$ cat src/logic/riscv_op_pkg.sv
/*
 Operation encoding and data width shared by the execute back-end.
 Every unit decodes its own group from op_e through is_md_op().
*/
package riscv_op_pkg;

    localparam int XLEN    = 32;
    localparam int SHAMT_W = $clog2(XLEN); // shift amount bits taken from operand b

    typedef logic [XLEN-1:0] word_t;

    // alu ops fill the low codes, mul/div ops the top block 4'b11xx
    // ten alu ops run past 4'h7, so the group needs the top two bits
    typedef enum logic [3:0] {
        OP_ADD   = 4'h0,
        OP_SUB   = 4'h1,
        OP_AND   = 4'h2,
        OP_OR    = 4'h3,
        OP_XOR   = 4'h4,
        OP_SLL   = 4'h5,
        OP_SRL   = 4'h6,
        OP_SRA   = 4'h7,
        OP_SLT   = 4'h8,
        OP_SLTU  = 4'h9,
        OP_MUL   = 4'hC,  // low word of product
        OP_MULHU = 4'hD,  // high word, both unsigned
        OP_DIVU  = 4'hE,
        OP_REMU  = 4'hF
    } op_e;

    // group decode, 1 for the multiply/divide unit
    function automatic logic is_md_op(op_e op);
        return op[3:2] == 2'b11;
    endfunction

endpackage

$ cat src/logic/exu_cfg_pkg.sv
/*
 Configuration of the execute back-end.
 Tag width, iteration count of the multiply/divide unit and its FSM states.
*/
package exu_cfg_pkg;

    localparam int TAG_W = 4;

    typedef logic [TAG_W-1:0] tag_t; // echoed with the result

    // one product or quotient bit per cycle
    localparam int MD_CYCLES = riscv_op_pkg::XLEN;

    // counter must reach MD_CYCLES itself
    typedef logic [$clog2(MD_CYCLES + 1)-1:0] md_cnt_t;

    localparam md_cnt_t MD_LAST = md_cnt_t'(MD_CYCLES);

    typedef enum logic [1:0] {
        MD_IDLE = 2'b00,
        MD_BUSY = 2'b01,
        MD_DONE = 2'b10
    } md_state_e;

endpackage

$ cat src/logic/alu_unit.sv
/*
 Single-cycle integer ALU of the execute back-end.
 Claims ALU-group ops only; the result and tag sit in a one-entry
 register until the writeback arbiter takes them.
*/
`timescale 1ns/1ps

module alu_unit (
    input  logic                 clk,
    input  logic                 arst_n_i,
    input  logic                 in_valid_i,
    input  riscv_op_pkg::op_e    in_op_i,
    input  riscv_op_pkg::word_t  in_a_i,
    input  riscv_op_pkg::word_t  in_b_i,
    input  exu_cfg_pkg::tag_t    in_tag_i,
    output logic                 in_ready_o,
    output logic                 res_valid_o,
    output riscv_op_pkg::word_t  res_data_o,
    output exu_cfg_pkg::tag_t    res_tag_o,
    input  logic                 res_ready_i
);

    logic                                 valid_q;
    riscv_op_pkg::word_t                  data_q;
    exu_cfg_pkg::tag_t                    tag_q;
    riscv_op_pkg::word_t                  alu_res;
    logic [riscv_op_pkg::SHAMT_W-1:0]     shamt;
    logic                                 accept;

    assign shamt = in_b_i[riscv_op_pkg::SHAMT_W-1:0];

    // room when empty or drained this cycle
    assign in_ready_o = !riscv_op_pkg::is_md_op(in_op_i) && (!valid_q || res_ready_i);
    assign accept     = in_valid_i && in_ready_o;

    always_comb begin
        case (in_op_i)
            riscv_op_pkg::OP_ADD:  alu_res = in_a_i + in_b_i;
            riscv_op_pkg::OP_SUB:  alu_res = in_a_i - in_b_i;
            riscv_op_pkg::OP_AND:  alu_res = in_a_i & in_b_i;
            riscv_op_pkg::OP_OR:   alu_res = in_a_i | in_b_i;
            riscv_op_pkg::OP_XOR:  alu_res = in_a_i ^ in_b_i;
            riscv_op_pkg::OP_SLL:  alu_res = in_a_i << shamt;
            riscv_op_pkg::OP_SRL:  alu_res = in_a_i >> shamt;
            riscv_op_pkg::OP_SRA:  alu_res = $unsigned($signed(in_a_i) >>> shamt); // sign fill
            riscv_op_pkg::OP_SLT: begin
                alu_res = riscv_op_pkg::word_t'($signed(in_a_i) < $signed(in_b_i));
            end
            riscv_op_pkg::OP_SLTU: alu_res = riscv_op_pkg::word_t'(in_a_i < in_b_i);
            default:               alu_res = '0; // mul/div codes never accepted here
        endcase
    end

    // valid flag of the holding register
    always_ff @(posedge clk or negedge arst_n_i) begin
        if (!arst_n_i) begin
            valid_q <= 1'b0;
        end else if (accept) begin
            valid_q <= 1'b1;
        end else if (res_ready_i) begin
            valid_q <= 1'b0;
        end
    end

    always_ff @(posedge clk) begin
        if (accept) begin
            data_q <= alu_res;
            tag_q  <= in_tag_i;
        end
    end

    assign res_valid_o = valid_q;
    assign res_data_o  = data_q;
    assign res_tag_o   = tag_q;

endmodule

$ cat src/logic/exu_top.sv
/*
 Execute and writeback back-end top level.
 Decoded ops with operand values and a tag enter under valid/ready, run in
 the ALU or the mul/div unit, and leave as one tagged result stream.
*/
`timescale 1ns/1ps

module exu_top (
    input  logic                 clk,
    input  logic                 arst_n_i,
    input  logic                 in_valid_i,
    input  riscv_op_pkg::op_e    in_op_i,
    input  riscv_op_pkg::word_t  in_a_i,
    input  riscv_op_pkg::word_t  in_b_i,
    input  exu_cfg_pkg::tag_t    in_tag_i,
    output logic                 in_ready_o,
    output logic                 out_valid_o,
    output riscv_op_pkg::word_t  out_data_o,
    output exu_cfg_pkg::tag_t    out_tag_o,
    input  logic                 out_ready_i
);

    // alu to arbiter
    logic                 alu_in_ready;
    logic                 alu_valid;
    logic                 alu_ready;
    riscv_op_pkg::word_t  alu_data;
    exu_cfg_pkg::tag_t    alu_tag;

    // mul/div to arbiter
    logic                 md_in_ready;
    logic                 md_valid;
    logic                 md_ready;
    riscv_op_pkg::word_t  md_data;
    exu_cfg_pkg::tag_t    md_tag;

    // only the unit owning the op group raises ready
    assign in_ready_o = alu_in_ready | md_in_ready;

    alu_unit u_alu (
        .clk        (clk),
        .arst_n_i   (arst_n_i),
        .in_valid_i (in_valid_i),
        .in_op_i    (in_op_i),
        .in_a_i     (in_a_i),
        .in_b_i     (in_b_i),
        .in_tag_i   (in_tag_i),
        .in_ready_o (alu_in_ready),
        .res_valid_o(alu_valid),
        .res_data_o (alu_data),
        .res_tag_o  (alu_tag),
        .res_ready_i(alu_ready)
    );

    muldiv_unit u_muldiv (
        .clk        (clk),
        .arst_n_i   (arst_n_i),
        .in_valid_i (in_valid_i),
        .in_op_i    (in_op_i),
        .in_a_i     (in_a_i),
        .in_b_i     (in_b_i),
        .in_tag_i   (in_tag_i),
        .in_ready_o (md_in_ready),
        .res_valid_o(md_valid),
        .res_data_o (md_data),
        .res_tag_o  (md_tag),
        .res_ready_i(md_ready)
    );

    wb_arbiter u_wb (
        .clk        (clk),
        .arst_n_i   (arst_n_i),
        .alu_valid_i(alu_valid),
        .alu_data_i (alu_data),
        .alu_tag_i  (alu_tag),
        .alu_ready_o(alu_ready),
        .md_valid_i (md_valid),
        .md_data_i  (md_data),
        .md_tag_i   (md_tag),
        .md_ready_o (md_ready),
        .out_valid_o(out_valid_o),
        .out_data_o (out_data_o),
        .out_tag_o  (out_tag_o),
        .out_ready_i(out_ready_i)
    );

endmodule

$ cat src/logic/muldiv_unit.sv
/*
 Iterative multiply/divide unit: shift-add multiplier and restoring divider.
 Accepts one mul/div-group op in MD_IDLE, iterates MD_CYCLES steps, then
 holds the result in MD_DONE until the arbiter takes it.
*/
`timescale 1ns/1ps

module muldiv_unit (
    input  logic                 clk,
    input  logic                 arst_n_i,
    input  logic                 in_valid_i,
    input  riscv_op_pkg::op_e    in_op_i,
    input  riscv_op_pkg::word_t  in_a_i,
    input  riscv_op_pkg::word_t  in_b_i,
    input  exu_cfg_pkg::tag_t    in_tag_i,
    output logic                 in_ready_o,
    output logic                 res_valid_o,
    output riscv_op_pkg::word_t  res_data_o,
    output exu_cfg_pkg::tag_t    res_tag_o,
    input  logic                 res_ready_i
);

    exu_cfg_pkg::md_state_e                state_q;
    exu_cfg_pkg::md_cnt_t                  cnt_q;   // number of the step in progress
    riscv_op_pkg::op_e                     op_q;
    exu_cfg_pkg::tag_t                     tag_q;
    logic [2*riscv_op_pkg::XLEN-1:0]       acc_q;   // product, or remainder in low word
    logic [2*riscv_op_pkg::XLEN-1:0]       shf_q;   // multiplicand shifting left / divisor
    riscv_op_pkg::word_t                   opr_q;   // multiplier, or dividend turning into quotient
    riscv_op_pkg::word_t                   md_result;
    logic [riscv_op_pkg::XLEN:0]           div_trial;
    logic [riscv_op_pkg::XLEN:0]           div_diff;
    logic                                  is_div;
    logic                                  last_step;
    logic                                  accept;

    assign in_ready_o = (state_q == exu_cfg_pkg::MD_IDLE) && riscv_op_pkg::is_md_op(in_op_i);
    assign accept     = in_valid_i && in_ready_o;
    assign last_step  = (cnt_q == exu_cfg_pkg::MD_LAST);
    assign is_div     = (op_q == riscv_op_pkg::OP_DIVU) || (op_q == riscv_op_pkg::OP_REMU);

    // restoring step: bring in next dividend bit, try to subtract
    // a zero divisor always succeeds, giving all-ones quotient and rem = dividend
    assign div_trial = {acc_q[riscv_op_pkg::XLEN-1:0], opr_q[riscv_op_pkg::XLEN-1]};
    assign div_diff  = div_trial - {1'b0, shf_q[riscv_op_pkg::XLEN-1:0]};

    always_comb begin
        case (op_q)
            riscv_op_pkg::OP_MULHU: md_result = acc_q[2*riscv_op_pkg::XLEN-1:riscv_op_pkg::XLEN];
            riscv_op_pkg::OP_DIVU:  md_result = opr_q;
            default:                md_result = acc_q[riscv_op_pkg::XLEN-1:0]; // mul, remu
        endcase
    end

    always_ff @(posedge clk or negedge arst_n_i) begin
        if (!arst_n_i) begin
            state_q <= exu_cfg_pkg::MD_IDLE;
            cnt_q   <= '0;
        end else begin
            case (state_q)
                exu_cfg_pkg::MD_IDLE: begin
                    if (accept) begin
                        state_q <= exu_cfg_pkg::MD_BUSY;
                        cnt_q   <= exu_cfg_pkg::md_cnt_t'(1);
                    end
                end
                exu_cfg_pkg::MD_BUSY: begin
                    if (last_step) begin
                        state_q <= exu_cfg_pkg::MD_DONE; // last step done in this cycle
                    end else begin
                        cnt_q <= cnt_q + 1'b1;
                    end
                end
                exu_cfg_pkg::MD_DONE: begin
                    if (res_ready_i) begin
                        state_q <= exu_cfg_pkg::MD_IDLE;
                    end
                end
                default: state_q <= exu_cfg_pkg::MD_IDLE;
            endcase
        end
    end

    // datapath, frozen outside MD_BUSY so the result holds in MD_DONE
    always_ff @(posedge clk) begin
        if (accept) begin
            op_q  <= in_op_i;
            tag_q <= in_tag_i;
            acc_q <= '0;
            shf_q <= {{riscv_op_pkg::XLEN{1'b0}}, in_b_i};
            opr_q <= in_a_i;
        end else if (state_q == exu_cfg_pkg::MD_BUSY) begin
            if (is_div) begin
                if (div_diff[riscv_op_pkg::XLEN]) begin
                    acc_q <= {{riscv_op_pkg::XLEN{1'b0}}, div_trial[riscv_op_pkg::XLEN-1:0]};
                end else begin
                    acc_q <= {{riscv_op_pkg::XLEN{1'b0}}, div_diff[riscv_op_pkg::XLEN-1:0]};
                end
                opr_q <= {opr_q[riscv_op_pkg::XLEN-2:0], ~div_diff[riscv_op_pkg::XLEN]};
            end else begin
                if (opr_q[0]) begin
                    acc_q <= acc_q + shf_q;
                end
                shf_q <= shf_q << 1;
                opr_q <= opr_q >> 1;
            end
        end
    end

    assign res_valid_o = (state_q == exu_cfg_pkg::MD_DONE);
    assign res_data_o  = md_result;
    assign res_tag_o   = tag_q;

endmodule

$ cat src/logic/wb_arbiter.sv
/*
 Writeback arbiter of the execute back-end.
 Merges the ALU and mul/div result streams into one registered output,
 the long mul/div result winning when both wait.
*/
`timescale 1ns/1ps

module wb_arbiter (
    input  logic                 clk,
    input  logic                 arst_n_i,
    input  logic                 alu_valid_i,
    input  riscv_op_pkg::word_t  alu_data_i,
    input  exu_cfg_pkg::tag_t    alu_tag_i,
    output logic                 alu_ready_o,
    input  logic                 md_valid_i,
    input  riscv_op_pkg::word_t  md_data_i,
    input  exu_cfg_pkg::tag_t    md_tag_i,
    output logic                 md_ready_o,
    output logic                 out_valid_o,
    output riscv_op_pkg::word_t  out_data_o,
    output exu_cfg_pkg::tag_t    out_tag_o,
    input  logic                 out_ready_i
);

    logic                 valid_q;
    riscv_op_pkg::word_t  data_q;
    exu_cfg_pkg::tag_t    tag_q;
    logic                 load_en;
    logic                 md_take;

    // output register free or draining this cycle
    assign load_en = !valid_q || out_ready_i;

    assign md_ready_o  = load_en;
    assign alu_ready_o = load_en && !md_valid_i; // alu waits behind a pending mul/div
    assign md_take     = md_valid_i && md_ready_o;

    always_ff @(posedge clk or negedge arst_n_i) begin
        if (!arst_n_i) begin
            valid_q <= 1'b0;
        end else if (load_en) begin
            valid_q <= md_valid_i || alu_valid_i;
        end
    end

    always_ff @(posedge clk) begin
        if (md_take) begin
            data_q <= md_data_i;
            tag_q  <= md_tag_i;
        end else if (alu_valid_i && alu_ready_o) begin
            data_q <= alu_data_i;
            tag_q  <= alu_tag_i;
        end
    end

    assign out_valid_o = valid_q;
    assign out_data_o  = data_q;
    assign out_tag_o   = tag_q;

endmodule

$ cat config.mk
export PLATFORM = sky130hd
export DESIGN_NAME = exu_top
export DESIGN_NICKNAME = d
export VERILOG_FILES = /design/src/logic/riscv_op_pkg.sv /design/src/logic/exu_cfg_pkg.sv /design/src/logic/alu_unit.sv /design/src/logic/exu_top.sv /design/src/logic/muldiv_unit.sv /design/src/logic/wb_arbiter.sv
export SDC_FILE = /design/constraint.sdc
export NUM_CORES = 1
export LEC_CHECK = 0
export BUFFER_PORTS_ARGS = -buffer_cell sky130_fd_sc_hd__buf_2
export CAP_MARGIN = 20
export CORE_MARGIN = 2
export CORE_UTILIZATION = 35
export CTS_BUF_LIST = sky130_fd_sc_hd__clkbuf_4 sky130_fd_sc_hd__clkbuf_8 sky130_fd_sc_hd__clkbuf_16
export DETAILED_ROUTE_END_ITERATION = 7
export HOLD_SLACK_MARGIN = 0.08
export PLACE_DENSITY = 0.46
export SYNTH_ARGS = -nofsm -noshare
export SYNTH_HDL_FRONTEND = slang
export SYNTH_SLANG_ARGS = --single-unit
$ cat constraint.sdc
create_clock -name clk -period 3.6 [get_ports clk]
set_input_delay 0.54 -clock clk [delete_from_list [all_inputs] [get_ports clk]]
set_output_delay 0.54 -clock clk [all_outputs]
set_load 0.03 [all_outputs]
==> metrics <==
WP data required=approximately 4100 ps; final setup margin=approximately 130 ps; Post-synth EDFFs=144; # setup viols final=0; Power Density=between 800 and 900 nW/um^2; TritonCTS clock tree=built; outcome=finished, final reports clean; GRT Resource Usage Total=0.2932; Netlist cell types=just under 90; gpl congestion=around 0.96; # rows=94; Critical-path top delay cell=edfxtp_1; Yosys top cell area share=0.1845; Routed WL=~110 mm; post-route ant nets=0; H-tree depth=1; CP cell instances=ha_4 -> nand4_1 -> nor3_4 -> o2111ai_2 -> o22a_1 -> a2111o_1 -> a211oi_2 -> buf_4 -> o21ai_4 -> a21oi_2 -> nor4_1 -> or4_1 -> nand3_1; drt via density=5.809; CP Buf/Inv Count=1; Nets=roughly 3700; Num CTS Buffers=30; Initial Util=0.3553; largest cells by area after synthesis=edfxtp_1, ha_1, dfxtp_1; Critical Path AT=between 3000 and 4000 ps; DR WL/cell=about 25 um; CP delay by family, top=compound AO/OA/AOI/OAI gates; layout cells sized above 1=0.2157; CTS sink count=between 200 and 300; Seq cells post-synth=250; Overall Power=roughly 24 mW; Synth area leader=edfxtp_1; Vias=about 25000; initial antenna violation count=4; LEAKAGE=12.69 nW; Tmin final=roughly 3500 ps; worst-path maximum fanout=5; worst setup path category=reg2reg; sequential-to-total area share from yosys stat=0.2771; Max Freq=about 290 MHz; Worst Max-Slew Pin Slew=896.9 ps; first-pass GRT wire length=roughly 160 mm; DRT iter0 DRCs=2180; First-pass DRT Iterations=6; startpoint types=flip-flop; clock latency at the later pin of the worst-skew pair=a little under 600 ps; worst flop-to-flop path startpoint=u_muldiv.shf_q[28]; I/O Buffers=approximately 110; post-place setup slack=-333.1 ps; ys async rst share=0.04000; Worst Hold Class=in2reg; area delta synth->final=24.16%; top_reg_cell synth=edfxtp_1; Mapped Cells=2999; die width=approximately 260 um; vias in the first global route=24830; Synthesized Nets=approximately 3300; Slew Viols, Final=0; period utilization=0.9635; Register-to-Register Path Depth=13; Ys Warns=0; CTS root buffer=clkbuf_16; Placeable Area=roughly 66000 sq um; die height=about 260 um; grt total ovfl=0; R2R Path End=u_muldiv.acc_q[63]; Hold Crit Start=in_tag_i[0]; slowest stage delay, CP=~500 ps; post-detail-place hpwl=just over 80 mm; Final Hold Viols=0; Worst Hold Endpoint=u_alu.res_tag_o[0]; worst-case clock buffer depth=3; Max Cap Violations=0; hold path depth=1; Synth Cell Area=23440 sq um; reg-to-reg slack, setup=roughly 130 ps; Mean Syn Cell Area=7.816 sq um; Worst VDD drop=0.0005270 V; die area=slightly below 70000 sq um; Clock Skews=18.68 ps; worst rel slew slack=0.3957; drt drc=0; maximum number of pins on one net before global-route repair=~120; Worst Setup End Kind=flip-flop; io pins=114; Worst-path clk slew=around 60 ps
## registers in the layout (all words and copies together), names as in the netlist
signal              count
u_muldiv.shf_q         64
u_muldiv.acc_q         64
u_alu.res_data_o       32
u_muldiv.res_tag_o      4
u_muldiv.cnt_q          6
u_muldiv.opr_q         32
u_wb.out_valid_o        1
u_muldiv.state_q        2
u_wb.out_tag_o          4
u_alu.res_tag_o         4
u_muldiv.op_q           4
u_alu.res_valid_o       1
u_wb.out_data_o        32
## synthesized netlist by cell type (26+ instances only)
master,instances
edfxtp_1,144
clkbuf_1,143
nand3_1,51
nor2_1,276
dfxtp_1,96
xor2_1,40
nand2_1,410
xnor2_1,68
inv_1,163
nand4_1,26
a31oi_1,98
nor3_1,46
mux2i_1,82
o21ai_0,253
a21o_1,63
a22oi_1,53
a21oi_1,286
a221oi_1,30
o211ai_1,34
ha_1,197
o21bai_1,34
## worst max path at each step
stage                             startpoint              endpoint  cells after the start
final                     u_muldiv.shf_q[28]    u_muldiv.acc_q[63]                     13
after global routing      u_muldiv.shf_q[30]    u_muldiv.acc_q[63]                     13
after CTS                 u_muldiv.shf_q[25]    u_muldiv.acc_q[58]                     15
after detailed placement           in_b_i[0]  u_alu.res_data_o[21]                     14
after global placement             in_a_i[0]  u_alu.res_data_o[28]                     17
after floorplan                    in_b_i[2]  u_alu.res_data_o[30]                     17
## logic make-up (layout without fill, tap and decap cells)
family	after synthesis	in the layout	synth area share
AOI/OAI and AO/OA	1040	1040	0.2778
and+or+nand+nor	916	916	0.1683
buffers and inverters	360	760	0.06107
DFF	250	250	0.2771
adders and majority gates	201	201	0.1086
muxes	124	124	0.06672
xor gates and xnor gates	108	108	0.04035
other	0	1	0
## repair_timing
action / CTS / global route
setup buffers: 3 / 9
pin swaps: 6 / 17
endpoints found under the setup margin: 19 / 25
resized for setup: 12 / 51
hold endpoints to repair: 10 / 0
gates cloned: 0 / 1
hold buffers: 1 / 0
## layer usage
metal  wire length (um)  up-vias  track usage
met5                 18        -            0
met4               4232        2       0.1098
met3               5388      187      0.02952
met2              49740      840       0.5040
met1              45690    12040       0.3793
li1                   -    11700            -
## where the power goes
group,total [mW],switching (mW),internal (mW)
clock network,3.12,1.29,1.82
registers,5.47,1.16,4.31
logic,15.7,8.86,6.82
total,24.3,11.3,12.9
## cell type report
type | count | area (sq um)
diodes | 1 | 2.502
clock buffers | 44 | 909.6
clock inverters | 12 | 91.34
fillers | 6697 | 36880
inverters | 165 | 624.3
multi-input cells | 2389 | 16060
flip-flops and latches | 250 | 6497
well taps | 864 | 1081
repair buffers | 539 | 3836
## layout by cell type (no fill, tap or decap), types with 93 or more instances in the layout
| cell | count |
|---|---|
| edfxtp_1 | 144 |
| dfxtp_1 | 95 |
| a21oi_1 | 284 |
| buf_2 | 112 |
| a31oi_1 | 93 |
| o21ai_0 | 252 |
| nand2_1 | 410 |
| inv_1 | 160 |
| ha_1 | 177 |
| buf_4 | 421 |
| nor2_1 | 268 |
## stage by stage
| step | cell area (sq um) | cells | setup TNS, ps | utilization | hold slack (ps) |
|---|---|---|---|---|---|
| final | 29100 | 4264 | 0 | 0.4411 | 146.2 |
| after global routing | 29100 | 4263 | -23.98 | 0.4410 | 137.0 |
| after CTS | 28660 | 4253 | 0 | 0.4344 | 121.4 |
| after detailed placement | 27550 | 4193 | -3203 | 0.4175 | 430.5 |
| after global placement | 27550 | 4193 | -2413 | 0.4175 | 416.1 |
| after floorplan | 23570 | 2999 | -4.331 | - | 244.4 |
No activity file was read; power rests on OpenSTA's default activity.
